--- src/design/bmem_pkg.sv ---
// cache-side view of the bridge
// one request word per cycle from the cache, 64-bit beats back
package bmem_pkg;

    // byte address from the cache
    localparam int BMEM_ADDR_W = 32;

    // one cache beat
    localparam int BMEM_DATA_W = 64;

    // beats in one cache line burst
    localparam int BURST_BEATS = 4;

    // enough bits to count the beats of one burst
    localparam int BEAT_CNT_W = $clog2(BURST_BEATS);

    // cache request, sampled every cycle
    // read wins when both strobes are up
    // wdata is swapped by the cache after each high half is taken
    typedef struct packed {
        logic [BMEM_ADDR_W-1:0] addr;
        // level, held until the bridge accepts
        logic                   read;
        // level, held until after the write acknowledge
        logic                   write;
        logic [BMEM_DATA_W-1:0] wdata;
    } bmem_req_t;

endpackage

--- src/design/link_pkg.sv ---
// far-memory link, one flag pair plus payload per word
// words travel through the request and response FIFOs
package link_pkg;

    // payload of one link word
    localparam int LINK_PAYLOAD_W = 32;

    // payload words in one burst, two per cache beat
    localparam int WORDS_PER_BURST = 8;

    // small on purpose so the request side can fill up
    localparam int LINK_FIFO_DEPTH = 4;

    // fifo pointer and occupancy widths
    localparam int LINK_PTR_W = $clog2(LINK_FIFO_DEPTH);
    localparam int LINK_CNT_W = $clog2(LINK_FIFO_DEPTH + 1);

    // write phase counter, runs past the data words
    // WORDS_PER_BURST means waiting for ack, one more means waiting for strobe drop
    localparam int WORD_CNT_W = $clog2(WORDS_PER_BURST + 2);

    // link word
    // request side: header carries the address, data words carry wr set
    // response side: rd set is read data, wr set is a write acknowledge
    typedef struct packed {
        logic                      wr;
        logic                      rd;
        logic [LINK_PAYLOAD_W-1:0] payload;
    } link_word_t;

endpackage

--- src/design/link_fifo.sv ---
`timescale 1ns/1ps

// single-clock show-ahead fifo of link words
module link_fifo
    import link_pkg::*;
(
    input  logic       clk,
    input  logic       rst,
    // write side
    input  logic       push,
    input  link_word_t push_word,
    output logic       full,
    // read side, head valid while empty is low
    input  logic       pop,
    output link_word_t head_word,
    output logic       empty
);

    // entry storage
    link_word_t            mem [LINK_FIFO_DEPTH];
    logic [LINK_PTR_W-1:0] wr_ptr;
    logic [LINK_PTR_W-1:0] rd_ptr;
    logic [LINK_CNT_W-1:0] count;
    logic                  do_push;
    logic                  do_pop;

    // circular pointer advance
    function automatic logic [LINK_PTR_W-1:0] ptr_inc(input logic [LINK_PTR_W-1:0] p);
        return (p == LINK_PTR_W'(LINK_FIFO_DEPTH - 1)) ? '0 : p + 1'b1;
    endfunction

    // push while full and pop while empty are dropped
    assign do_push = push && !full;
    assign do_pop  = pop && !empty;

    assign full  = (count == LINK_CNT_W'(LINK_FIFO_DEPTH));
    assign empty = (count == '0);

    // show-ahead, head follows the read pointer
    assign head_word = mem[rd_ptr];

    always_ff @(posedge clk) begin
        if (do_push) begin
            mem[wr_ptr] <= push_word;
        end
    end

    always_ff @(posedge clk) begin
        if (rst) begin
            wr_ptr <= '0;
            rd_ptr <= '0;
            count  <= '0;
        end else begin
            if (do_push) begin
                wr_ptr <= ptr_inc(wr_ptr);
            end
            if (do_pop) begin
                rd_ptr <= ptr_inc(rd_ptr);
            end
            // push and pop together leave the count alone
            case ({do_push, do_pop})
                2'b10:   count <= count + 1'b1;
                2'b01:   count <= count - 1'b1;
                default: count <= count;
            endcase
        end
    end

endmodule

--- src/design/burst_requester.sv ---
`timescale 1ns/1ps

// cache burst sequencer
// turns one cache request into a header word, plus eight data words for a write,
// then tracks the answer coming back through the assembler
module burst_requester
    import bmem_pkg::*;
    import link_pkg::*;
(
    input  logic                   clk,
    input  logic                   rst,
    // cache request
    input  bmem_req_t              bmem_req,
    // request fifo write side
    input  logic                   req_full,
    output logic                   req_push,
    output link_word_t             req_word,
    // from the read assembler
    input  logic                   beat_done,
    input  logic                   wr_ack,
    // to the cache
    output logic                   bmem_ready,
    output logic [BMEM_ADDR_W-1:0] bmem_raddr,
    output logic                   bmem_whalf
);

    typedef enum logic [2:0] {
        ST_IDLE,
        ST_SEND_RHDR,
        ST_READ_WAIT,
        ST_SEND_WHDR,
        ST_WRITE_DATA
    } state_e;

    state_e                 state;
    state_e                 next_state;
    logic [BMEM_ADDR_W-1:0] addr_q;
    logic [BEAT_CNT_W-1:0]  beat_cnt;
    logic [WORD_CNT_W-1:0]  word_cnt;
    logic                   latch_addr;
    logic                   beat_inc;
    logic                   word_inc;

    // address captured at acceptance, valid through the whole operation
    always_ff @(posedge clk) begin
        if (latch_addr) begin
            addr_q <= bmem_req.addr;
        end
    end

    assign bmem_raddr = addr_q;

    always_ff @(posedge clk) begin
        if (rst) begin
            state    <= ST_IDLE;
            beat_cnt <= '0;
            word_cnt <= '0;
        end else begin
            state <= next_state;
            // counters start fresh for every operation
            if (state == ST_IDLE) begin
                beat_cnt <= '0;
                word_cnt <= '0;
            end else begin
                if (beat_inc) begin
                    beat_cnt <= beat_cnt + 1'b1;
                end
                if (word_inc) begin
                    word_cnt <= word_cnt + 1'b1;
                end
            end
        end
    end

    always_comb begin
        next_state = state;
        req_push   = 1'b0;
        req_word   = '0;
        bmem_ready = 1'b0;
        bmem_whalf = 1'b0;
        latch_addr = 1'b0;
        beat_inc   = 1'b0;
        word_inc   = 1'b0;
        unique case (state)
            ST_IDLE: begin
                bmem_ready = 1'b1;
                // read has priority
                if (bmem_req.read) begin
                    latch_addr = 1'b1;
                    next_state = ST_SEND_RHDR;
                end else if (bmem_req.write) begin
                    latch_addr = 1'b1;
                    next_state = ST_SEND_WHDR;
                end
            end
            ST_SEND_RHDR: begin
                // header, read flag only
                req_word = '{wr: 1'b0, rd: 1'b1, payload: addr_q};
                if (!req_full) begin
                    req_push   = 1'b1;
                    next_state = ST_READ_WAIT;
                end
            end
            ST_READ_WAIT: begin
                // done on the last beat
                if (beat_done) begin
                    beat_inc = 1'b1;
                    if (beat_cnt == BEAT_CNT_W'(BURST_BEATS - 1)) begin
                        next_state = ST_IDLE;
                    end
                end
            end
            ST_SEND_WHDR: begin
                // header, write flag only
                req_word = '{wr: 1'b1, rd: 1'b0, payload: addr_q};
                if (!req_full) begin
                    req_push   = 1'b1;
                    next_state = ST_WRITE_DATA;
                end
            end
            ST_WRITE_DATA: begin
                if (word_cnt < WORD_CNT_W'(WORDS_PER_BURST)) begin
                    // even words low half, odd words high half
                    req_word.wr      = 1'b1;
                    req_word.payload = word_cnt[0]
                        ? bmem_req.wdata[LINK_PAYLOAD_W +: LINK_PAYLOAD_W]
                        : bmem_req.wdata[0 +: LINK_PAYLOAD_W];
                    // stalled on full, hold the word and keep whalf low
                    if (!req_full) begin
                        req_push   = 1'b1;
                        bmem_whalf = word_cnt[0];
                        word_inc   = 1'b1;
                    end
                end else if (word_cnt == WORD_CNT_W'(WORDS_PER_BURST)) begin
                    // one-cycle ready marks the end of the write
                    if (wr_ack) begin
                        bmem_ready = 1'b1;
                        word_inc   = 1'b1;
                    end
                end else if (!bmem_req.write) begin
                    // cache has let go of the write
                    next_state = ST_IDLE;
                end
            end
            default: begin
                next_state = ST_IDLE;
            end
        endcase
    end

endmodule

--- src/design/read_assembler.sv ---
`timescale 1ns/1ps

// response side
// drains the response fifo, pairs read words into beats, flags write acks
module read_assembler
    import bmem_pkg::*;
    import link_pkg::*;
(
    input  logic                   clk,
    input  logic                   rst,
    // response fifo read side
    input  logic                   rsp_empty,
    input  link_word_t             rsp_word,
    output logic                   rsp_pop,
    // to the cache
    output logic [BMEM_DATA_W-1:0] bmem_rdata,
    output logic                   bmem_rvalid,
    // to the requester
    output logic                   beat_done,
    output logic                   wr_ack
);

    logic [LINK_PAYLOAD_W-1:0] lo_q;
    logic                      hi_next;
    logic                      rvalid_q;
    logic                      ack_q;

    // take every word as soon as it shows up
    assign rsp_pop = !rsp_empty;

    // lower half store and full beat register
    always_ff @(posedge clk) begin
        if (rsp_pop && rsp_word.rd) begin
            if (hi_next) begin
                bmem_rdata <= {rsp_word.payload, lo_q};
            end else begin
                lo_q <= rsp_word.payload;
            end
        end
    end

    always_ff @(posedge clk) begin
        if (rst) begin
            hi_next  <= 1'b0;
            rvalid_q <= 1'b0;
            ack_q    <= 1'b0;
        end else begin
            // single-cycle pulses
            rvalid_q <= rsp_pop && rsp_word.rd && hi_next;
            ack_q    <= rsp_pop && rsp_word.wr && !rsp_word.rd;
            // half toggle, lower word arrives first
            if (rsp_pop && rsp_word.rd) begin
                hi_next <= !hi_next;
            end
        end
    end

    // cache valid and requester beat count share one pulse
    assign bmem_rvalid = rvalid_q;
    assign beat_done   = rvalid_q;
    assign wr_ack      = ack_q;

endmodule

--- src/design/mem_bridge.sv ---
`timescale 1ns/1ps

// cache to far-memory bridge
// requester -> request fifo -> link, link -> response fifo -> assembler
module mem_bridge
    import bmem_pkg::*;
    import link_pkg::*;
(
    input  logic                   clk,
    input  logic                   rst,
    // cache side
    input  bmem_req_t              bmem_req,
    output logic                   bmem_ready,
    output logic [BMEM_ADDR_W-1:0] bmem_raddr,
    output logic [BMEM_DATA_W-1:0] bmem_rdata,
    output logic                   bmem_rvalid,
    output logic                   bmem_whalf,
    // link request side, far memory pops
    output link_word_t             link_req_word,
    output logic                   link_req_empty,
    input  logic                   link_req_pop,
    // link response side, far memory pushes
    input  link_word_t             link_rsp_word,
    input  logic                   link_rsp_push,
    output logic                   link_rsp_full
);

    // requester to request fifo
    logic       req_push;
    link_word_t req_word;
    logic       req_full;
    // response fifo to assembler
    logic       rsp_pop;
    link_word_t rsp_word;
    logic       rsp_empty;
    // assembler back to requester
    logic       beat_done;
    logic       wr_ack;

    burst_requester u_requester (
        .clk        (clk),
        .rst        (rst),
        .bmem_req   (bmem_req),
        .req_full   (req_full),
        .req_push   (req_push),
        .req_word   (req_word),
        .beat_done  (beat_done),
        .wr_ack     (wr_ack),
        .bmem_ready (bmem_ready),
        .bmem_raddr (bmem_raddr),
        .bmem_whalf (bmem_whalf)
    );

    link_fifo u_req_fifo (
        .clk       (clk),
        .rst       (rst),
        .push      (req_push),
        .push_word (req_word),
        .full      (req_full),
        .pop       (link_req_pop),
        .head_word (link_req_word),
        .empty     (link_req_empty)
    );

    link_fifo u_rsp_fifo (
        .clk       (clk),
        .rst       (rst),
        .push      (link_rsp_push),
        .push_word (link_rsp_word),
        .full      (link_rsp_full),
        .pop       (rsp_pop),
        .head_word (rsp_word),
        .empty     (rsp_empty)
    );

    read_assembler u_assembler (
        .clk         (clk),
        .rst         (rst),
        .rsp_empty   (rsp_empty),
        .rsp_word    (rsp_word),
        .rsp_pop     (rsp_pop),
        .bmem_rdata  (bmem_rdata),
        .bmem_rvalid (bmem_rvalid),
        .beat_done   (beat_done),
        .wr_ack      (wr_ack)
    );

endmodule

--- config.mk ---
export PLATFORM = sky130hd
export DESIGN_NAME = mem_bridge
export DESIGN_NICKNAME = d
export VERILOG_FILES = /design/src/design/bmem_pkg.sv /design/src/design/link_pkg.sv /design/src/design/link_fifo.sv /design/src/design/burst_requester.sv /design/src/design/read_assembler.sv /design/src/design/mem_bridge.sv
export SDC_FILE = /design/constraint.sdc
export NUM_CORES = 1
export LEC_CHECK = 0
export BUFFER_PORTS_ARGS = -buffer_cell sky130_fd_sc_hd__clkbuf_2
export CELL_PAD_IN_SITES_DETAIL_PLACEMENT = 1
export CELL_PAD_IN_SITES_GLOBAL_PLACEMENT = 1
export CORE_ASPECT_RATIO = 1.4
export CORE_MARGIN = 2
export CORE_UTILIZATION = 43
export CTS_CLUSTER_DIAMETER = 40
export DETAILED_ROUTE_END_ITERATION = 8
export GPL_TIMING_DRIVEN = 0
export PLACE_DENSITY = 0.84
export REMOVE_ABC_BUFFERS = 1
export SETUP_SLACK_MARGIN = 0.15
export SLEW_MARGIN = 5
export SYNTH_ARGS = -nofsm -noshare
export SYNTH_HDL_FRONTEND = slang
export SYNTH_SLANG_ARGS = --single-unit
--- constraint.sdc ---
create_clock -name clk -period 3.7 [get_ports clk]
set_input_delay 0.37 -clock clk [delete_from_list [all_inputs] [get_ports clk]]
set_output_delay 0.37 -clock clk [all_outputs]
set_load 0.02 [all_outputs]
# Word-level counts from Yosys, hierarchy flattened
# Memory sizes are Yosys's and may differ from the RTL's. A register that Yosys moved wholly into a read port is not among the register bits.
# Cells that the tools add are included.
# word_totals
n_memories	2
ff_bits	154
ramBits	272
wordCells	123
out_inout_bits	135
# mem_list
memory	depth	word_bits	read_ports	rd_clocked_by_memory_dff	write_ports	line	text
u_req_fifo.mem	4	34	1	1	1	link_fifo.sv:20	link_word_t mem [LINK_FIFO_DEPTH];
u_rsp_fifo.mem	4	34	1	1	1	link_fifo.sv:20	
# op_classes
muxes	47
n_eq_ne	24
bitwise	1
order_cmp	1
reduce_logical	23
n_addsub	10
# op_table
operator	count
2-to-1 mux 32 bit	2
one-hot mux 32 bit (2 select lines)	1
2-to-1 mux 3 bit	9
2-to-1 mux 1 bit	21
2-to-1 mux 2 bit	8
one-hot mux 3 bit (5 select lines)	1
equality test 2 bit (second input constant)	7
one-hot mux 3 bit (2 select lines)	2
adder 2 x 1 -> 2 bit (second input constant)	5
inequality test 2 bit (second input constant)	5
equality test 3 bit (second input constant)	3
logical NOT 3 bit	3
AND reduction 8 bit	1
logical AND 1 bit	7
adder 3 x 1 -> 3 bit (second input constant)	2
equality test 3 x 2 -> 1 bit (second input constant)	2
logical NOT 1 bit	6
one-hot mux 1 bit (2 select lines)	3
subtractor 3 x 1 -> 3 bit (second input constant)	2
adder 4 x 1 -> 4 bit (second input constant)	1
equality test 2 x 1 -> 1 bit (second input constant)	2
equality test 4 bit (second input constant)	1
< comparator 4 bit (second input constant)	1
inequality test 2 x 1 -> 1 bit (second input constant)	2
6 further kinds	9

# Longest topological paths before layout
# Gate-level depths: netlist (run 1).
# logic_depth
depth_word	7
mapped_depth	11

# By module
# A second synthesis (run 1) with hierarchy kept.
# unflattened
cells_unflattened	785
area_unflattened_um2	16174.3
# modules_own_cells
module	seq_area_each_um2	cells_each	area_each_um2	instances
link_fifo	4264.1	232	5392.7	2
read_assembler	2942.8	109	3017.9	1
burst_requester	1141.1	212	2371.0	1

# Least setup slack after synthesis (run 1)
# No wires, ideal clock.
# synth_path
path_kind	reg2reg
from	register with a tool-made name
to	register u_assembler.bmem_rdata[0] (enable)
setup_time_ns	0.486
path_stages_with_launch	5
required_ns	3.214
path_slack_ns	-0.357
arrival_ns	3.571
path_cell_list	dfxtp_1 buf_2 mux4_2 nand2_1 nor2_1
# synth_rtl
element	line	text
to (signal assigned)	read_assembler.sv:35	bmem_rdata <= {rsp_word.payload, lo_q};
to (decl)	read_assembler.sv:16	output logic [BMEM_DATA_W-1:0] bmem_rdata,

# Worst setup path in the final report (run 1)
# layout_path
from	register u_requester.state[2]
to	register u_req_fifo.count[2]
# layout_between
elab_chain_cells	6
word_cells_on_any_way	10
# layout_rtl
element	line	text
from (decl)	burst_requester.sv:35	state_e state;
from (signal assigned)	burst_requester.sv:59	state <= next_state;
equality test 3 x 1 -> 1 bit or equality test 3 x 2 -> 1 bit (tied branches)	burst_requester.sv:84	unique case (state)
OR reduction 2 bit (no line)	n/a	
one-hot mux 1 bit (2 select lines) *	burst_requester.sv:84	
logical AND 1 bit *	link_fifo.sv:33	assign do_push = push && !full;
equality test 2 x 1 -> 1 bit or equality test 2 bit (tied branches)	link_fifo.sv:61	case ({do_push, do_pop})
one-hot mux 3 bit (2 select lines) or nonzero test 2 bit (tied branches)	n/a	
to (signal assigned)	link_fifo.sv:62	2'b10: count <= count + 1'b1;
to (signal assigned)	link_fifo.sv:63	2'b01: count <= count - 1'b1;
to (signal assigned)	link_fifo.sv:64	default: count <= count;
to (decl)	link_fifo.sv:23	logic [LINK_CNT_W-1:0] count;
# Mark *: on every way between the ends. The rest lies on a longest branch, timed or not.
# A chain may end at the register's enable or synchronous reset.

==> impl_metrics.yaml, run 1 <==
cts:
  clock_latency_ns: 0.54
  path_clk_slew_ns: 0.07
  clockRootBuffer: "clkbuf_16"
  cts_buffer_depth: 3
  h-tree-depth: 2
  cts.sink_count: 430
  cts_buffers: 44
  cts_tree: "done"
  postCtsSetupRepairBufs: 0
sta:
  worst_pin_slew_ns: 0.904
  maxSlewViolCount: 0
  rsz0062_at_grt: "no"
  clock-skew-final_ns: 0.0184
  hold_violations: 0
  fin_crit_sh: 0.882
  holdWs_ns: 0.0373
  fin_ws_ns: 0.438
  slew_headroom: 0.397
  finalCriticalPeriod_ns: 3.26
  finalSetupViolCount: 0
  clock.fmax_ghz: 0.307
min_path:
  hold_class: "input pin to register"
  min_path_cells: 1
  min_from: "link_rsp_word[6]"
  holdPathEnd: "u_rsp_fifo.mem[0][6]"
setup_path:
  r2r-end: "u_req_fifo.count[2]"
  crit_path_start_kind: "register"
  cp.arrival_ns: 3.72
  endpoint_kind: "register"
  reg2reg_from: "u_requester.state[2]"
  startpoint: "u_requester.state[2]"
  r2r_cells: 9
  path_class: "register to register"
  r2r_slack_ns: 0.44
  critPathMaxFanout: 35
  worstPathRequired_ns: 4.16
route:
  wl_um: 37100
  first_pass_iters: 5
  initialDrtViolationCount: 581
  post_drt_wl_per_cell_um: 23.1
  vias: 8415
  drtAntennaViolNets: 0
  vias_per_cell: 5.24
  drc_errors: 0
yosys:
  postSynth.asyncResetShare: 0
  seq_area_frac_synth: 0.794
  yosysMostFrequentCell: "edfxtp_1"
  syn-cell-area_sq_um: 15900
  ys_top_cells_by_count: "edfxtp_1, mux4_2, mux2i_1"
  synth_ff_type: "edfxtp_1"
  synth_cell_types: 42
  avgSynthCellArea_sq_um: 20.6
  yosysTopAreaCellShare: 0.756
  synth-edff-count: 400
  syn_inst: 772
  ys_warn_count: 0
  ys_top_cells_by_area: "edfxtp_1, mux4_2, dfxtp_1"
  ys_ff_latch: 430
  synth_area_leader_cell: "edfxtp_1"
die:
  start_util: 0.435
  fp.dieW_um: 166
  io_pins: 271
  die_area_sq_um: 38500
  num_rows: 83
  die_h_um: 231
  core_sq_um: 36600
place:
  dp_slack_ns: 0.286
  hpwl_um: 25200
  gp_congestion: 0.727
  io_buffers: 270
power_and_ir_drop:
  power.density_nw_per_um2: 725
  power.switching_uw: 4130
  leakage_uw: 0.00705
  p_int_uw: 10300
  p_sw_frac: 0.285
  pwr-share-comb: 0.208
  p_clk_frac: 0.327
  power.total_uw: 14500
  vdd_drop_max_mv: 0.536
  sequentialPowerShare: 0.465
grt:
  grt.overflow.total: 0
  grt_pass1_wl_um: 56300
  antenna_found_initial: 0
  grt_max_degree: 36
  grt_use_total: 0.192
  grt_pass1_vias: 9466
layout:
  syn2layout_area_growth_pct: 25.7
  finish.utilization: 0.546
  num-nets-final: 1256
  num_antenna_cells: 0
  drive_above_1_share: 0.399
run_status:
  outcome: "finished, final reports clean"
flow_run:
  drv_cap: 0
==> sequential cells by signal, indices dropped and copies added, names as in the netlist, 2 cells and up, named ones only <==
name                    flops
u_rsp_fifo.mem            136
u_req_fifo.mem            136
u_rsp_fifo.wr_ptr           2
u_requester.beat_cnt        2
u_req_fifo.rd_ptr           2
u_assembler.bmem_rdata     64
u_rsp_fifo.count            3
u_req_fifo.wr_ptr           2
u_requester.word_cnt        4
u_req_fifo.count            3
u_requester.bmem_raddr     32
u_requester.state           3
u_assembler.lo_q           32
u_rsp_fifo.rd_ptr           2
==> worst max-delay path, stage by stage (launching register included) <==
cell	delay, ns
dfxtp_1	0.53
or4b_2	1.05
a21oi_4	0.41
inv_1	0.09
ha_1	0.23
inv_1	0.10
fa_1	0.19
xor2_1	0.08
or3_1	0.31
a21oi_1	0.15
==> worst max path at each step <==
stage | end | slack, ns
2_1_floorplan | u_assembler.bmem_rdata[0] | -1.59
3_3_place_gp | u_assembler.bmem_rdata[48] | -3.84
3_5_place_dp | u_req_fifo.count[2] | 0.29
4_1_cts | u_req_fifo.count[2] | 0.21
5_1_grt | u_req_fifo.count[2] | 0.26
6_report | u_req_fifo.count[2] | 0.44
==> metrics by stage <==
stage               std cells  TNS (ns)  area (sq um)
floorplan                 738   -107.91         15700
global placement         1475   -338.58         17700
detailed placement       1492         0         18100
CTS                      1606         0         20000
global route             1606         0         20000
finish                   1606         0         20000
==> cell usage in the layout, fill, tap and decap left out, types with 8 or more instances in the layout <==
master and n:
a21oi_1 9, and2_2 8, buf_12 15, clkbuf_16 46, clkbuf_2 270, dfxtp_1 25, dlygate4sd3_1 32, edfxtp_1 400
ha_1 15, inv_1 20, mux2i_1 41, mux4_2 68, nand2_1 37, nor2_1 26, o21ai_0 34
==> kinds of logic after synthesis <==
logic type	share of synthesized area
flops	0.794
mux	0.123
fa+ha+maj	0.0143
compound gates	0.0197
buf+inv	0.0145
simple gates	0.0302
xor+xnor	0.00441
==> area by class of cell <==
type	count	area (sq um)
Tap cell	467	584
Multi-Input combinational cell	288	3080
Inverter	20	75.1
Clock buffer	49	1170
Fill cell	3309	16600
Sequential cell	430	12600
Timing Repair Buffer	319	2030
Clock inverter	33	408
==> per-layer routing <==
| layer | track usage | share of wire | vias to the layer above |
|---|---|---|---|
| met5 | 0 | 0 | - |
| met4 | 0.0579 | 0.024 | 0 |
| met3 | 0.0505 | 0.072 | 66 |
| met2 | 0.358 | 0.54 | 329 |
| met1 | 0.215 | 0.36 | 4281 |
| li1 | - | - | 3739 |
==> power groups by stage <==
stage	sequential [uW]	clock [uW]	combinational, uW
floorplan	6960	0	1570
global placement	6940	0	2570
detailed placement	6840	0	3000
CTS	6750	4850	3050
global route	6810	4990	3220
finish	6730	4740	3010
==> timing repair <==
action                                 in CTS  in global routing
hold buffers                               32                  0
endpoints found under the hold margin      32                  0
gates resized for setup                     0                  0
No activity file was read; power rests on OpenSTA's default activity.
==> run 2, diff against run 1 <==
- REMOVE_ABC_BUFFERS: 1 -> not set
==> impl_metrics.yaml, run 2 (synthesis gave the netlist of run 1 again) <==
route:
  drtAntennaViolNets: 0
  initialDrtViolationCount: 437
  vias_per_cell: 5.24
  post_drt_wl_per_cell_um: 23.9
  vias: 8534
  first_pass_iters: 4
  wl_um: 39000
  drc_errors: 0
die:
  core_sq_um: 36600
  die_h_um: 231
  fp.dieW_um: 166
  num_rows: 83
  start_util: 0.435
  io_pins: 271
  die_area_sq_um: 38500
layout:
  finish.utilization: 0.544
  final_cell_mix: "edfxtp_1, clkbuf_2, mux4_2, clkbuf_16, mux2i_1"
  num-nets-final: 1282
  fin_cells: 1629
  nFillCells: 3340
  sequential_cell_area_sq_um: 12600
  reg_top3: "u_req_fifo.mem (136), u_rsp_fifo.mem (136), u_assembler.bmem_rdata (64)"
  syn2layout_area_growth_pct: 25.2
  num_antenna_cells: 0
  final_common_cell: "edfxtp_1"
  multiInputGateArea_sq_um: 3080
  drive_above_1_share: 0.386
setup_path:
  endpoint_kind: "output port"
  worstPathRequired_ns: 3.33
  crit_path_start_kind: "register"
  critPathMaxFanout: 10
  path_class: "register to output port"
  r2r_slack_ns: 0.98
  cp.arrival_ns: 2.77
min_path:
  hold_class: "input pin to register"
run_status:
  outcome: "finished, final reports clean"
power_and_ir_drop:
  leakage_uw: 0.00704
  p_clk_frac: 0.319
  pwr-share-comb: 0.221
  sequentialPowerShare: 0.460
  p_sw_frac: 0.286
  vdd_drop_max_mv: 0.547
  power.density_nw_per_um2: 718
  power.switching_uw: 4090
  p_int_uw: 10200
grt:
  grt_pass1_vias: 9583
  grt_pass1_wl_um: 58600
  antenna_found_initial: 1
  grt.overflow.total: 0
  grt_use_total: 0.201
  grt_max_degree: 32
cts:
  h-tree-depth: 2
  clockRootBuffer: "clkbuf_16"
  path_clk_slew_ns: 0.05
  post_cts_resized: 0
  cts_tree: "done"
  cts_buffer_depth: 3
  cts_buffers: 45
  clock_latency_ns: 0.56
  cts.sink_count: 430
sta:
  finalCriticalPeriod_ns: 3.14
  worst_pin_slew_ns: 1.05
  finalSetupViolCount: 0
  clock.fmax_ghz: 0.318
  fin_crit_sh: 0.849
  rsz0062_at_grt: "no"
  clock-skew-final_ns: 0.0302
  slew_headroom: 0.303
  maxSlewViolCount: 0
  hold_violations: 0
place:
  gp_congestion: 0.702
  hpwl_um: 26800
  io_buffers: 270
  dp_cells: 1521
flow_run:
  drv_cap: 0
yosys:
  syn-num-nets: 925
run 2: changes by cell type in the layout (fill, tap and decap cells not counted), moves of 3 or more:
cell / before / now
buf_12: 15 / 11
buf_2: 0 / 10
clkinvlp_4: 5 / 2
clkbuf_1: 2 / 24
clkinv_4: 0 / 4
dfxtp_1: 25 / 30
dfxtp_2: 4 / 0
dlygate4sd3_1: 32 / 28
run 2: per-stage QoR:
step	setup slack (ns)	TNS (ns)	cell area, sq um	hold WS, ns	power, uW
finish	0.558	0	19900	0.0240	14300
global placement	-0.407	-39.29	17800	0.400	9540
detailed placement	0.924	0	18100	0.405	9830
floorplan	0.713	0	15900	0.400	8570
global route	0.396	0	19900	0.00660	14800
CTS	0.479	0	19900	0.000289	14400
run 2: final cells by class:
cell class | count | area share
inverter | 20 | 0.00378
multi-input combinational | 288 | 0.155
tap | 467 | 0.0294
sequential | 430 | 0.634
clock inverter | 28 | 0.0154
timing repair buffer | 310 | 0.0945
clock buffer | 52 | 0.0601
buffer | 34 | 0.00780
run 2: path summary, 6_finish.rpt:
kind,start,cells past startpoint,end
max,u_requester.word_cnt[0],7,bmem_ready
min,bmem_req[82],1,u_requester.bmem_raddr[16]
max reg2reg,u_requester.word_cnt[0],8,u_requester.state[1]
min reg2reg,u_assembler.lo_q[30],0,u_assembler.bmem_rdata[30]
run 2: power groups by stage:
stage | Clock, uW | Sequential, uW | Combinational, uW
floorplan | 0 | 6770 | 1800
finish | 4550 | 6570 | 3150
global placement | 0 | 6650 | 2900
global route | 4780 | 6630 | 3410
CTS | 4640 | 6580 | 3220
detailed placement | 0 | 6660 | 3170
run 2: timing repair:
item / in CTS / in global routing
hold buffers: 28 / 0
hold endpoints to repair: 28 / 0
setup buffers: 0 / 0
run 2: metal layers:
metal  vias to the layer above  global-route usage  wire length (um)
met5                         -                   0                13
met4                         2              0.0579               877
met3                        63              0.0461              2340
met2                       329               0.373             21000
met1                      4361               0.232             14700
li1                       3779                   -                 -
run 2: worst max-delay path: stages, from the launching register on:
cell	delay, ns
dfxtp_1	0.36
buf_2	0.31
buf_1	0.72
inv_1	0.17
ha_1	0.29
nand4b_1	0.12
a211oi_1	0.10
clkbuf_2	0.17
==> run 3, diff against run 2 <==
- ABC_AREA: not set -> 1
- CORE_UTILIZATION: 43 -> 41
- clock period: 3.7 -> 2.8 ns (I/O delays scaled with it)
==> impl_metrics.yaml, run 3 <==
run_status:
  outcome: "finished, final reports clean"
yosys:
  syn_inst: 1106
  seq_area_frac_synth: 0.783
  avgSynthCellArea_sq_um: 14.6
  synthXorXnorAreaFrac: 0.00109
  yosysTopAreaCellShare: 0.746
  syn-num-nets: 1259
  ys_warn_count: 0
  synth.area.mux_share: 0.0199
  synth-edff-count: 400
  yosysMostFrequentCell: "edfxtp_1"
  ys_ff_latch: 430
  synth_top_family_by_area: "compound AO/OA/AOI/OAI gates"
  synth_simple_gate_area_share: 0.0654
  synth_compound_area_frac: 0.0905
  synth_fa_ha_area_frac: 0.0141
  syn-cell-area_sq_um: 16100
  synth_area_leader_cell: "edfxtp_1"
  postSynth.asyncResetShare: 0
  ys_top_cells_by_area: "edfxtp_1, o21ai_0, nor2_1"
  ys_top_cells_by_count: "edfxtp_1, o21ai_0, nor2_1"
  synth_ff_type: "edfxtp_1"
  synth_cell_types: 32
min_path:
  hold_class: "input pin to register"
layout:
  num_antenna_cells: 0
  fin_cells: 2058
  syn2layout_area_growth_pct: 28.0
  final_common_cell: "edfxtp_1"
  sequential_cell_area_sq_um: 12600
  nFillCells: 3838
  num-nets-final: 1654
  reg_top3: "u_req_fifo.mem (136), u_rsp_fifo.mem (136), u_assembler.bmem_rdata (64)"
  drive_above_1_share: 0.270
  multiInputGateArea_sq_um: 3150
  final_cell_mix: "edfxtp_1, clkbuf_2, o21ai_0, nor2_1"
place:
  hpwl_um: 30800
  gp_congestion: 0.761
  dp_cells: 1908
  dp_slack_ns: 0.274
  io_buffers: 270
setup_path:
  cpMaxStageDelayCell: "o21ai_0"
  worstPathRequired_ns: 2.97
  path_delay_family: "compound AO/OA/AOI/OAI gates"
  worst_path_largest_cell_delay_ns: 1.08
  endpoint_kind: "register"
  critPathMaxFanout: 10
  cp.arrival_ns: 2.76
  path_class: "register to register"
  crit_path_start_kind: "register"
  path_cells: "buf_6 > nor2_8 > nand3_4 > clkbuf_1 > o21ai_0"
  crit_buf_inv: 2
die:
  core_sq_um: 38600
  io_pins: 271
  die_h_um: 239
  num_rows: 85
  start_util: 0.417
  die_area_sq_um: 40900
  fp.dieW_um: 172
sta:
  finalCriticalPeriod_ns: 2.58
  slew_headroom: 0.151
  hold_violations: 0
  fin_crit_sh: 0.923
  fin_ws_ns: 0.216
  holdWs_ns: 0.0713
  finalSetupViolCount: 0
  maxSlewViolCount: 0
  rsz0062_at_grt: "no"
  worst_pin_slew_ns: 1.26
  clock.fmax_ghz: 0.387
  clock-skew-final_ns: 0.0297
cts:
  cts_buffer_depth: 3
  clockRootBuffer: "clkbuf_16"
  postCtsSetupRepairBufs: 0
  path_clk_slew_ns: 0.06
  h-tree-depth: 2
  cts_tree: "done"
  cts.sink_count: 430
  clock_latency_ns: 0.56
  cts_buffers: 46
route:
  drc_errors: 0
  wl_um: 47800
  vias_per_cell: 5.33
  first_pass_iters: 5
  drtAntennaViolNets: 0
  post_drt_wl_per_cell_um: 23.2
  vias: 10973
  initialDrtViolationCount: 767
grt:
  grt_pass1_wl_um: 70600
  grt_use_total: 0.231
  grt_max_degree: 65
  grt_pass1_vias: 12032
  antenna_found_initial: 0
  grt.overflow.total: 0
power_and_ir_drop:
  power.density_nw_per_um2: 1090
  leakage_uw: 0.00759
  vdd_drop_max_mv: 0.828
flow_run:
  drv_cap: 0
## run 3: worst paths after layout
kind / from / to / slack [ns] / cells past startpoint
worst max-delay path: u_requester.state[1] / u_req_fifo.mem[1][22] / 0.22 / 5
worst min register to register: u_assembler.lo_q[25] / u_assembler.bmem_rdata[25] / 0.42 / 0
worst min-delay path: bmem_req[65] / u_requester.state[1] / 0.07 / 4
worst max register to register: u_requester.state[1] / u_req_fifo.mem[1][22] / 0.22 / 5
## run 3: logic make-up after synthesis
kind of cell / count (synthesis)
flip-flops: 430
AO/OA/AOI/OAI: 271
AND/OR/NAND/NOR: 257
buffers and inverters: 97
multiplexers: 32
adder cells (fa/ha/maj): 17
XOR/XNOR: 2
## run 3: what timing repair did
item                       in CTS  in global routing
setup endpoints to repair       1                  6
resized for setup               1                 13
hold buffers                   67                  0
pin swaps                       0                  0
hold endpoints to repair      169                  0
## run 3: layer usage
layer	up-vias	global-route usage	wire (um)
li1	4884	-	-
met1	5459	0.242	16500
met2	513	0.436	26000
met3	117	0.0503	3390
met4	0	0.103	1850
met5	-	0	0
## run 3: report_power, final
part | total [uW] | switching [uW] | internal (uW) | leakage [uW]
clock network | 5990 | 2590 | 3400 | 0.000729
logic | 6850 | 4990 | 1860 | 0.00291
registers | 9540 | 536 | 9000 | 0.00394
total | 22400 | 8110 | 14300 | 0.00759
## run 3: tightest hold or removal path: stages
cell and delay, ns:
clkbuf_2 0.09, o22ai_1 0.07, nor2_1 0.10, nor2_1 0.05
## run 3: area by class of cell
cell class	count	share of cell area
clock inverter	26	0.0127
buffer	53	0.0127
multi-input combinational	579	0.153
clock buffer	57	0.0603
inverter	44	0.00813
timing repair buffer	347	0.110
tap	522	0.0317
sequential	430	0.612
## run 3: metrics by stage
step | power, uW | util | setup TNS (ns) | instance area, sq um
after floorplan | 13300 | - | 0 | 16100
after global placement | 15600 | 0.469 | -421.18 | 18100
after detailed placement | 16200 | 0.477 | 0 | 18400
after CTS | 22300 | 0.534 | 0 | 20600
after global routing | 23300 | 0.534 | 0 | 20600
final | 22400 | 0.534 | 0 | 20600
